$ cat config.mk
export PLATFORM = sky130hd
export DESIGN_NAME = frame_classifier_top
export DESIGN_NICKNAME = d
export VERILOG_FILES = /design/src/logic/frame_pkg.sv /design/src/logic/stream_field_extract.sv /design/src/logic/frame_header_decode.sv /design/src/logic/key_lookup.sv /design/src/logic/frame_classifier_top.sv
export SDC_FILE = /design/constraint.sdc
export NUM_CORES = 1
export LEC_CHECK = 0
export BUFFER_PORTS_ARGS = -buffer_cell sky130_fd_sc_hd__buf_4
export CAP_MARGIN = 15
export CORE_ASPECT_RATIO = 0.7
export CORE_UTILIZATION = 25
export CTS_CLUSTER_SIZE = 24
export DETAILED_ROUTE_END_ITERATION = 10
export SLEW_MARGIN = 10
export SYNTH_ARGS = -nofsm -noshare
export SYNTH_HDL_FRONTEND = slang
export SYNTH_SLANG_ARGS = --single-unit
$ cat constraint.sdc
create_clock -name aclk -period 6.8 [get_ports aclk]
set_input_delay 0.34 -clock aclk [delete_from_list [all_inputs] [get_ports aclk]]
set_output_delay 0.34 -clock aclk [all_outputs]
set_load 0.02 [all_outputs]
$ cat src/logic/frame_pkg.sv
// Frame classifier shared definitions
// Stream beat, header layout, key table and result types
package frame_pkg;

   // --------------------------------------------------
   // Widths and sizes
   // --------------------------------------------------
   localparam int byte_w          = 8;
   localparam int max_field_bytes = 16;
   localparam int field_w         = max_field_bytes * byte_w;

   localparam int hdr_bytes       = 4;
   localparam int key_bytes       = 16;
   localparam int key_w           = key_bytes * byte_w;

   // Header contents
   localparam logic [byte_w-1:0] hdr_magic = 8'hA5;
   localparam int flag_key_bit    = 0;

   // Key table
   localparam int table_entries   = 4;
   localparam int table_idx_w     = $clog2(table_entries);

   // --------------------------------------------------
   // Types
   // --------------------------------------------------
   // One byte on a stream
   typedef struct packed {
      logic [byte_w-1:0] data;
      logic              last;
   } axis_beat_t;

   // First received byte sits in the top byte
   typedef logic [field_w-1:0] field_t;

   // Header as it arrives, magic byte first
   typedef struct packed {
      logic [byte_w-1:0] magic;
      logic [byte_w-1:0] frame_type;
      logic [byte_w-1:0] flags;
      logic [byte_w-1:0] seq;
   } hdr_t;

   // Table write
   typedef struct packed {
      logic                   we;
      logic [table_idx_w-1:0] index;
      logic [key_w-1:0]       key;
      logic                   entry_valid;
   } cfg_t;

   // Per frame classification
   typedef struct packed {
      hdr_t                   hdr;
      logic                   hdr_ok;
      logic                   key_checked;
      logic                   key_hit;
      logic [table_idx_w-1:0] hit_index;
   } result_t;

endpackage

$ cat src/logic/stream_field_extract.sv
// Stream field extractor
// Captures the leading bytes of each frame into a left-justified field
// and passes the rest of the frame on with back-pressure
`timescale 1ns/1ps

module stream_field_extract #(
   parameter int field_bytes = 4
) (
   input  logic                  aclk,
   input  logic                  rst_n,
   input  logic                  enable,
   input  frame_pkg::axis_beat_t s_beat,
   input  logic                  s_valid,
   output logic                  s_ready,
   output frame_pkg::axis_beat_t m_beat,
   output logic                  m_valid,
   input  logic                  m_ready,
   output frame_pkg::field_t     value,
   output logic                  out_valid
);

   localparam int cnt_w    = $clog2(frame_pkg::max_field_bytes + 1);
   localparam int pad_w    = (frame_pkg::max_field_bytes - field_bytes) * frame_pkg::byte_w;
   localparam int shift_lo = frame_pkg::field_w - frame_pkg::byte_w;
   localparam logic [cnt_w-1:0] last_cnt = cnt_w'(field_bytes - 1);

   typedef enum logic [1:0] {
      ph_idle,
      ph_capture,
      ph_forward,
      ph_bypass
   } phase_t;

   phase_t            phase;
   logic [cnt_w-1:0]  cnt;
   logic              en_seen;
   frame_pkg::field_t shift_q;
   logic              en_now;
   logic              take;
   logic              xfer;
   logic              field_done;

   // --------------------------------------------------
   // Byte steering
   // --------------------------------------------------
   // Enable may pulse before the first byte shows up, so hold it
   assign en_now = enable | en_seen;

   // Byte belongs to the field
   assign take = (phase == ph_capture) || ((phase == ph_idle) && en_now);

   // Field bytes are always taken, everything else follows downstream
   assign s_ready = take | m_ready;
   assign m_valid = s_valid & ~take;
   assign m_beat  = s_beat;

   assign xfer       = s_valid & s_ready;
   assign field_done = take & xfer & (cnt == last_cnt);

   // --------------------------------------------------
   // Field register
   // --------------------------------------------------
   // Older bytes fall off the top once the field is left-justified
   always_ff @(posedge aclk) begin
      if (take && xfer) begin
         shift_q <= {shift_q[shift_lo-1:0], s_beat.data};
      end
   end

   // Low pad bytes come out as zero
   assign value = shift_q << pad_w;

   // --------------------------------------------------
   // Phase and byte counter
   // --------------------------------------------------
   always_ff @(posedge aclk or negedge rst_n) begin
      if (!rst_n) begin
         phase     <= ph_idle;
         cnt       <= '0;
         en_seen   <= 1'b0;
         out_valid <= 1'b0;
      end else begin
         out_valid <= field_done;

         // Enable is consumed by the first byte of the frame
         if (phase == ph_idle) begin
            if (s_valid) begin
               en_seen <= 1'b0;
            end else if (enable) begin
               en_seen <= 1'b1;
            end
         end

         if (take) begin
            if (xfer) begin
               if (s_beat.last) begin
                  // Frame over, short or exact
                  phase <= ph_idle;
                  cnt   <= '0;
               end else if (cnt == last_cnt) begin
                  phase <= ph_forward;
                  cnt   <= '0;
               end else begin
                  phase <= ph_capture;
                  cnt   <= cnt + 1'b1;
               end
            end
         end else if (s_valid) begin
            // Pass through until the last beat leaves
            if (xfer && s_beat.last) begin
               phase <= ph_idle;
            end else if (phase == ph_idle) begin
               phase <= ph_bypass;
            end
         end
      end
   end

endmodule

$ cat src/logic/frame_header_decode.sv
// Frame header decoder
// Splits the captured header into fields and decides whether a key follows
`timescale 1ns/1ps

module frame_header_decode (
   input  frame_pkg::field_t value,
   input  logic              valid,
   output frame_pkg::hdr_t   hdr,
   output logic              hdr_ok,
   output logic              key_en
);

   localparam int hdr_w = frame_pkg::hdr_bytes * frame_pkg::byte_w;

   // --------------------------------------------------
   // Field split
   // --------------------------------------------------
   // Header occupies the top bytes of the left-justified field
   assign hdr = frame_pkg::hdr_t'(value[frame_pkg::field_w-1 -: hdr_w]);

   // Only the magic byte is checked
   assign hdr_ok = (hdr.magic == frame_pkg::hdr_magic);

   // --------------------------------------------------
   // Key stage control
   // --------------------------------------------------
   // High only in the cycle the header completes
   assign key_en = valid & hdr_ok & hdr.flags[frame_pkg::flag_key_bit];

endmodule

$ cat src/logic/key_lookup.sv
// Key lookup table
// Matches the captured key against programmable entries and issues
// one result strobe per frame
`timescale 1ns/1ps

module key_lookup (
   input  logic               aclk,
   input  logic               rst_n,
   input  frame_pkg::cfg_t    cfg,
   input  frame_pkg::hdr_t    hdr,
   input  logic               hdr_ok,
   input  logic               key_en,
   input  logic               hdr_valid,
   input  frame_pkg::field_t  key,
   input  logic               key_valid,
   output frame_pkg::result_t result,
   output logic               result_valid
);

   localparam int entries = frame_pkg::table_entries;
   localparam int idx_w   = frame_pkg::table_idx_w;
   localparam int key_w   = frame_pkg::key_w;

   logic [key_w-1:0]   tbl_key [entries];
   logic [entries-1:0] tbl_vld;
   frame_pkg::hdr_t    hdr_q;
   logic               key_pending;
   logic [key_w-1:0]   key_in;
   logic               key_hit;
   logic [idx_w-1:0]   hit_index;
   logic               key_done;

   // --------------------------------------------------
   // Key table
   // --------------------------------------------------
   always_ff @(posedge aclk) begin
      if (cfg.we) begin
         tbl_key[cfg.index] <= cfg.key;
      end
   end

   always_ff @(posedge aclk or negedge rst_n) begin
      if (!rst_n) begin
         tbl_vld <= '0;
      end else if (cfg.we) begin
         tbl_vld[cfg.index] <= cfg.entry_valid;
      end
   end

   // --------------------------------------------------
   // Parallel compare
   // --------------------------------------------------
   assign key_in = key[frame_pkg::field_w-1 -: key_w];

   // Scan downwards so the lowest matching entry wins
   always_comb begin
      key_hit   = 1'b0;
      hit_index = '0;
      for (int i = entries - 1; i >= 0; i--) begin
         if (tbl_vld[i] && (tbl_key[i] == key_in)) begin
            key_hit   = 1'b1;
            hit_index = idx_w'(i);
         end
      end
   end

   assign key_done = key_valid & key_pending;

   // --------------------------------------------------
   // Result sequencing
   // --------------------------------------------------
   always_ff @(posedge aclk or negedge rst_n) begin
      if (!rst_n) begin
         key_pending  <= 1'b0;
         result_valid <= 1'b0;
      end else begin
         result_valid <= 1'b0;
         if (hdr_valid) begin
            // No key expected, report straight away
            key_pending  <= key_en;
            result_valid <= ~key_en;
         end else if (key_done) begin
            key_pending  <= 1'b0;
            result_valid <= 1'b1;
         end
      end
   end

   always_ff @(posedge aclk) begin
      if (hdr_valid) begin
         hdr_q <= hdr;
      end

      if (hdr_valid && !key_en) begin
         result.hdr         <= hdr;
         result.hdr_ok      <= hdr_ok;
         result.key_checked <= 1'b0;
         result.key_hit     <= 1'b0;
         result.hit_index   <= '0;
      end else if (!hdr_valid && key_done) begin
         // Key stage only runs behind a good header
         result.hdr         <= hdr_q;
         result.hdr_ok      <= 1'b1;
         result.key_checked <= 1'b1;
         result.key_hit     <= key_hit;
         result.hit_index   <= hit_index;
      end
   end

endmodule

$ cat src/logic/frame_classifier_top.sv
// Frame classifier top level
// Strips header and key from each frame, classifies it and forwards the payload
`timescale 1ns/1ps

module frame_classifier_top (
   input  logic                  aclk,
   input  logic                  rst_n,
   input  frame_pkg::axis_beat_t s_beat,
   input  logic                  s_valid,
   output logic                  s_ready,
   output frame_pkg::axis_beat_t m_beat,
   output logic                  m_valid,
   input  logic                  m_ready,
   input  frame_pkg::cfg_t       cfg,
   output frame_pkg::result_t    result,
   output logic                  result_valid
);

   // Stream between header and key stages
   frame_pkg::axis_beat_t mid_beat;
   logic                  mid_valid;
   logic                  mid_ready;

   frame_pkg::field_t     hdr_value;
   logic                  hdr_valid;
   frame_pkg::hdr_t       hdr;
   logic                  hdr_ok;
   logic                  key_en;
   frame_pkg::field_t     key_value;
   logic                  key_valid;

   // --------------------------------------------------
   // Header stage, always active
   // --------------------------------------------------
   stream_field_extract #(
      .field_bytes (frame_pkg::hdr_bytes)
   ) u_hdr_extract (
      .aclk      (aclk),
      .rst_n     (rst_n),
      .enable    (1'b1),
      .s_beat    (s_beat),
      .s_valid   (s_valid),
      .s_ready   (s_ready),
      .m_beat    (mid_beat),
      .m_valid   (mid_valid),
      .m_ready   (mid_ready),
      .value     (hdr_value),
      .out_valid (hdr_valid)
   );

   frame_header_decode u_hdr_decode (
      .value  (hdr_value),
      .valid  (hdr_valid),
      .hdr    (hdr),
      .hdr_ok (hdr_ok),
      .key_en (key_en)
   );

   // --------------------------------------------------
   // Key stage, only for frames that carry a key
   // --------------------------------------------------
   stream_field_extract #(
      .field_bytes (frame_pkg::key_bytes)
   ) u_key_extract (
      .aclk      (aclk),
      .rst_n     (rst_n),
      .enable    (key_en),
      .s_beat    (mid_beat),
      .s_valid   (mid_valid),
      .s_ready   (mid_ready),
      .m_beat    (m_beat),
      .m_valid   (m_valid),
      .m_ready   (m_ready),
      .value     (key_value),
      .out_valid (key_valid)
   );

   key_lookup u_key_lookup (
      .aclk         (aclk),
      .rst_n        (rst_n),
      .cfg          (cfg),
      .hdr          (hdr),
      .hdr_ok       (hdr_ok),
      .key_en       (key_en),
      .hdr_valid    (hdr_valid),
      .key          (key_value),
      .key_valid    (key_valid),
      .result       (result),
      .result_valid (result_valid)
   );

endmodule

Word level (Yosys, flattened, before mapping) --
Memories as Yosys holds them, arrays and structs flattened. Index checks and enable logic that the tools add are counted.
Word-level totals: flip-flop bits (word level) 252, bits in latches 0, bits in writable memories 512, ROM bits 0, bits of input ports 145, memories 1
Cells by class: add/subtract/negate cells 2, multipliers 0, div/mod/pow operators 0, magnitude comparators 2, equal/unequal tests 11, shifts and indexed selects 0, mux-type cells 39, bitwise operators 17, reduce and logical (&&, ||, !) cells 30
Memories:
- u_key_lookup.tbl_key | words 4, bits a word 128, read ports 4, clocked after Yosys merged registers in 0, write ports 1, RTL line key_lookup.sv:24 | logic [key_w-1:0] tbl_key [entries];
Operators by type and width (count):
- 128-bit == test | 4
- 37-bit 2-to-1 mux | 2
- 2-bit 2-to-1 mux | 18
- 5-bit 2-to-1 mux | 4
- 1-bit 2-to-1 mux | 13
- 1-bit logical AND | 12
- 1-bit AND | 11
- 5-bit by 1-bit adder with 5-bit output, second input constant | 2
- 2-bit nonzero test | 5
- 8-bit == test, second input constant | 1
- 2-bit AND reduction | 3
- 3-bit AND reduction | 2
- 3-bit nonzero test | 2
- 5-bit by 2-bit == test with 1-bit output, second input constant | 1
- 5-bit by 4-bit == test with 1-bit output, second input constant | 1
- 4-bit bitwise mux | 1
- 2-bit by 1-bit == test with 1-bit output, second input constant | 2
- 2-bit zero test | 2
- 2-bit inequality test, second input constant | 2
- 2-bit by 3-bit < comparator with 1-bit output, second input constant | 1
- 1-bit NOT | 3
- 1-bit OR | 3
- 1-bit demux with 2-bit select | 1
- 2-bit by 1-bit greater-or-equal comparator with 1-bit output, second input constant | 1
- 2 further kinds | 4

Depth between registers and ports, before layout --
word-level depth 13, gate-level depth with buffers 8, mapped depth without buffers 8

Cells and area by module --
Synthesis repeated with hierarchy kept, for this count alone.
Second synthesis, totals: cell total of the unflattened synthesis 1928, area total of the unflattened synthesis 31108.6 µm²
By module, submodules not included:
- key_lookup | times used 1, cells an instance 1516, area each 24159.4 µm²
- stream_field_extract at u_key_extract | times used 1, cells an instance 186, area each 4391.7 µm²
- stream_field_extract at u_hdr_extract | times used 1, cells an instance 188, area each 2273.4 µm²
- frame_header_decode | times used 1, cells an instance 37, area each 280.3 µm²
- frame_classifier_top | times used 1, cells an instance 1, area each 3.8 µm²

Worst setup path before layout --
OpenSTA, ideal clock, no wires.
path type input port to flip-flop, from in cfg[129] in the netlist's numbering, to reg u_key_lookup.tbl_vld[0], library setup time 0.113 ns, arrival time 10.975 ns, setup slack -4.288 ns, stages on the path 2, path buffers 0, cell sequence nor3b_1 -> mux2_2
On the way: word-level cells in the longest chain between the ends 5
Ends and longest elaborated chain:
- start, declared | RTL line frame_classifier_top.sv:14 | input frame_pkg::cfg_t cfg,
- 2-bit by 3-bit < comparator with 1-bit output (implied by the code) or 2-bit by 1-bit greater-or-equal comparator with 1-bit output (tied branches) | RTL line key_lookup.sv:46 | tbl_vld[cfg.index] <= cfg.entry_valid;
- 1-bit logical AND (implied by the code) | RTL line key_lookup.sv:46
- 1-bit 2-to-1 mux (implied by the code) | RTL line key_lookup.sv:46
- 1-bit demux with 2-bit select *
- 4-bit bitwise mux * | RTL line key_lookup.sv:46
- end signal, assigned by index | RTL line key_lookup.sv:46
- end, declared | RTL line key_lookup.sv:25 | logic [entries-1:0] tbl_vld;
Every way passes the cells marked *; elsewhere a longest branch is shown, timed or not. A chain may end at the register's enable or synchronous reset.

Final worst setup path --
from reg u_hdr_extract.out_valid, to reg u_key_extract.shift_q[20] (netlist: u_key_extract.value[20]), enable pin
On the way: word-level cells in the longest chain between the ends 8
Ends and longest elaborated chain:
- start, declared | RTL line stream_field_extract.sv:19 | output logic out_valid
- start signal, assigned | RTL line stream_field_extract.sv:83 | out_valid <= field_done;
- 1-bit AND * (2 in a row) | RTL line frame_header_decode.sv:28 | assign key_en = valid & hdr_ok & hdr.flags[frame_pkg::flag_key_bit];
- 1-bit OR * | RTL line stream_field_extract.sv:47 | assign en_now = enable | en_seen;
- 1-bit logical AND * | RTL line stream_field_extract.sv:50 | assign take = (phase == ph_capture) || ((phase == ph_idle) && en_now);
- 1-bit logical OR * | RTL line stream_field_extract.sv:50
- 1-bit OR | RTL line stream_field_extract.sv:53 | assign s_ready = take | m_ready;
- 1-bit AND | RTL line stream_field_extract.sv:57 | assign xfer = s_valid & s_ready;
- 1-bit logical AND * | RTL line stream_field_extract.sv:65 | if (take && xfer) begin
- end signal, assigned | RTL line stream_field_extract.sv:66 | shift_q <= {shift_q[shift_lo-1:0], s_beat.data};
- end, declared | RTL line stream_field_extract.sv:37 | frame_pkg::field_t shift_q;
Marks and branches as above.

==> out/results.tsv <==
stage	metric	value	unit
placed_design	io_buffers	193	
power	power	11.9	mW
clock_network	numCtsBuffers	80	
routing	vias	18700	
floorplan	core-area	119000	um2
clock_network	path_clk_slew	0.06	ns
global_route	grt_antenna_before_repair	6	
min_path	hold_end	u_hdr_extract.phase[1]$_DFFE_PN0P_	
yosys	syn_area_per_cell	16.8	um2
min_path	hold_path_class	in -> reg	
yosys	synth.cell_area	30100	um2
setup_path	worstSetupStartpointType	flip-flop	
timing	finalSetupViolCount	0	
yosys	synth_fa_ha_area_share	0.0832	%
layout	final-seq-area	22800	um2
layout	nFillCells	11700	
power	irDropWorstVdd	0.184	mV
yosys	synth_area_leader_cell	edfxtp_1	
setup_path	crit_fanout	78	
floorplan	rows	106	
layout	nets	2340	
timing	setup_tns	0	ns
layout	area_delta_synth_final	24.7	%
setup_path	path_class	reg -> reg	
placed_design	dp_hpwl	87200	um
timing	worstMarginPinSlew	1.31	ns
placed_design	gp_congestion	1.03	
yosys	ys_warn_count	0	
global_route	grt_pass1_wl	155000	um
setup_path	r2r_cells	7	
yosys	postSynth.asyncResetShare	2.88	%
clock_network	clkSinkCount	763	
global_route	grt_pass1_vias	17800	
yosys	synth_area_leaders	edfxtp_1, xnor2_1, xor2_1	
setup_path	r2r_slack	2.97	ns
yosys	synth.area.mux_share	0.187	%
yosys	yosys.area_share.simple	7.40	%
setup_path	crit-reg2reg-launch	u_hdr_extract.out_valid$_DFF_PN0_	
floorplan	dieArea	122000	um2
clock_network	cts_root_buffer	clkbuf_16	
setup_path	worst_path_max_delay_cell	buf_4	
setup_path	path_cells	buf_4 -> and2_1 -> a311oi_1 -> nor2_1 -> nand3_1 -> inv_6 -> buf_4	
yosys	synth.distinct_cells	58	
routing	detail-route-antenna-nets	0	
timing	fin_skew	0.0342	ns
routing	route.met3.wl	15300	um
routing	met2_wirelength	49400	um
global_route	gr-total-overflow	0	
timing	fin_crit	3.83	ns
timing	fin_crit_sh	56.3	%
layout	final_core_utilization	31.4	%
min_path	hold_start	m_ready	
clock_network	cts_buffer_depth	3	
yosys	synth_top_family_by_area	XOR/XNOR gates	
yosys	synth-edff-count	737	
global_route	grt_max_degree	130	
clock_network	htreeDepth	3	
timing	rsz0062_at_grt	no	
power	powerDensity	317	nW/um2
timing	max_freq	261	MHz
placed_design	pre_cts_ws	3.00	ns
routing	drtPass1Iterations	6	
yosys	ys_ff_latch	763	
yosys	syn_nets	1938	
routing	wl_met1	49400	um
clock_network	cts_resized	0	
yosys	synth-seq-area-share	75.7	%
setup_path	critPathMaxStageDelay	0.78	ns
routing	drtIter0Drc	3041	
clock_network	ctsHoldBuffers	137	
floorplan	design.portCount	194	
routing	wl_per_cell	30.6	um
yosys	synth_top_area_share	73.6	%
clock_network	cts_tree	built	
global_route	grt_use_total	18.9	%
min_path	min_path_cells	4	
yosys	synth_compound_area_share	5.59	%
timing	setup_slack	2.97	ns
floorplan	die_w	416	um
setup_path	cp-end-kind	flip-flop	
routing	top_layer	met5	
setup_path	r2r_end	u_key_extract.value[20]$_DFFE_PP_	
setup_path	crit_arrival	4.10	ns
timing	maxSlewViolCount	0	
power	p_leak	12.4	nW
clock_network	cts_setup_buffers	0	
timing	hold_viol_final	0	
yosys	synth_ff_type	edfxtp_1	
layout	multi_input_comb_area	6840	um2
clock_network	clock_latency	0.65	ns
layout	post_route_cells_drive_above_1_share	15.2	%
routing	drt_wl_total	117000	um
routing	drc_errors	0	
setup_path	worstPathRequired	7.07	ns
routing	viasPerCell	4.89	
job	cap_violations	0	
floorplan	initial_core_util	25.2	%
floorplan	die_h	292	um
setup_path	cpMostUsedCell	buf_4	
yosys	synth_xor_xnor_area_share	9.38	%
timing	relSlewSlack	10.7	%
outcome	status	finished, final reports clean	
yosys	syn_inst	1791	
per-stage QoR:
| stage | hold WS [ns] | std cells | area, um2 |
|---|---|---|---|
| floorplan | 0.0444 | 1791 | 30100 |
| global placement | 0.259 | 3539 | 33500 |
| detailed placement | 0.261 | 3540 | 33600 |
| CTS | 0.00612 | 3824 | 37500 |
| global route | 0.00422 | 3824 | 37500 |
| finish | 0.0375 | 3826 | 37500 |
power by group:
group          total (mW)  internal [mW]  switching, mW
registers            6.14           5.62          0.516
clock network        4.34           2.43           1.91
logic                1.41          0.492          0.921
total                11.9           8.55           3.35
worst max-delay path: cells and delay by family (launching register included):
family,cells,cell delay (ns)
buffers and inverters,3,1.96
AO/OA/AOI/OAI,1,0.10
flip-flops,1,0.33
AND/OR/NAND/NOR,3,0.94
cells in the mapped netlist, types with 2 or more instances:
library cell / instances
mux2_2: 5
nand2b_1: 100
nand3_1: 11
a221oi_1: 3
dfrtp_1: 22
o32a_1: 2
o21ai_0: 12
a2111oi_0: 7
ha_1: 2
a22o_1: 42
inv_1: 92
nand4_1: 63
a2111o_1: 18
o22ai_1: 36
dfxtp_1: 4
clkbuf_1: 15
a31oi_1: 2
o221ai_1: 7
nor3_1: 12
o21ai_1: 3
a221o_1: 3
buf_4: 9
xnor2_1: 195
nor4_1: 68
a22oi_1: 2
a222oi_1: 3
nor2b_1: 54
xor2_1: 127
edfxtp_1: 737
o2bb2ai_1: 15
a21oi_1: 9
and2_1: 2
nor2_1: 19
or2b_1: 2
inv_2: 7
nand2_1: 25
or4_1: 2
a21o_1: 2
o2111ai_1: 33
registers in the layout (all words and copies together) (netlist names):
register                   flops
u_key_lookup.tbl_key         512
u_key_extract.value          128
u_key_lookup.result           37
u_hdr_extract.shift_q         32
u_key_lookup.hdr_q            32
u_hdr_extract.cnt              5
u_key_extract.cnt              5
u_key_lookup.tbl_vld           4
u_key_extract.phase            2
u_hdr_extract.out_valid        1
u_hdr_extract.phase            1
u_key_extract.en_seen          1
u_key_extract.out_valid        1
u_key_lookup.key_pending       1
u_key_lookup.result_valid      1
layout by cell type (no fill, tap or decap), types with 4 or more instances in the layout:
master	n
nor3_1	12
xnor2_1	195
o21ai_0	12
dlygate4sd3_1	137
o2bb2ai_1	15
nand2_1	25
dfxtp_1	4
clkinv_8	5
a2111o_1	18
bufinv_16	5
nor4_1	68
edfxtp_1	737
clkinv_2	8
nand3_1	11
clkbuf_16	80
mux2_2	5
dfrtp_1	22
xor2_1	127
clkbuf_8	4
a2111oi_0	7
a22o_1	42
nand4_1	63
inv_1	92
o221ai_1	7
clkbuf_1	20
nor2_1	16
o22ai_1	36
o2111ai_1	33
inv_2	6
a21oi_1	9
buf_4	203
nand2b_1	100
clkinv_1	17
nor2b_1	54
metal layers:
metal  track usage (%)  vias to the layer above
met5                 0                        -
met4              4.38                        2
met3              7.03                      144
met2              27.0                     1259
met1              26.8                     9612
li1                  -                     7695
logic make-up after synthesis:
| kind of cell | Yosys count |
|---|---|
| xor+xnor | 322 |
| fa+ha+maj | 2 |
| buf+inv | 123 |
| flops | 763 |
| simple gates | 369 |
| mux | 5 |
| compound gates | 207 |
worst max-delay path by stage:
stage | startpoint | endpoint | slack, ns | cells past startpoint
3_3_place_gp | u_hdr_extract.out_valid$_DFF_PN0_ | u_key_extract.value[40]$_DFFE_PP_ | 3.09 | 7
5_1_grt | u_hdr_extract.out_valid$_DFF_PN0_ | u_key_extract.value[86]$_DFFE_PP_ | 2.70 | 7
4_1_cts | u_hdr_extract.out_valid$_DFF_PN0_ | u_key_extract.value[88]$_DFFE_PP_ | 2.99 | 7
2_1_floorplan | cfg[131] | u_key_lookup.tbl_vld[1]$_DFFE_PN0P_ | 0.06 | 3
6_report | u_hdr_extract.out_valid$_DFF_PN0_ | u_key_extract.value[20]$_DFFE_PP_ | 2.97 | 7
3_5_place_dp | u_hdr_extract.out_valid$_DFF_PN0_ | u_key_extract.value[68]$_DFFE_PP_ | 3.00 | 7
final cells by class:
type | count | area share, %
Inverter | 99 | 1.00
Clock inverter | 43 | 1.19
Antenna cell | 2 | 0.0133
Timing Repair Buffer | 344 | 7.95
Multi-Input combinational cell | 905 | 18.2
Tap cell | 1566 | 5.22
Clock buffer | 104 | 5.68
Sequential cell | 763 | 60.7
(Power assumes the default switching activity.)
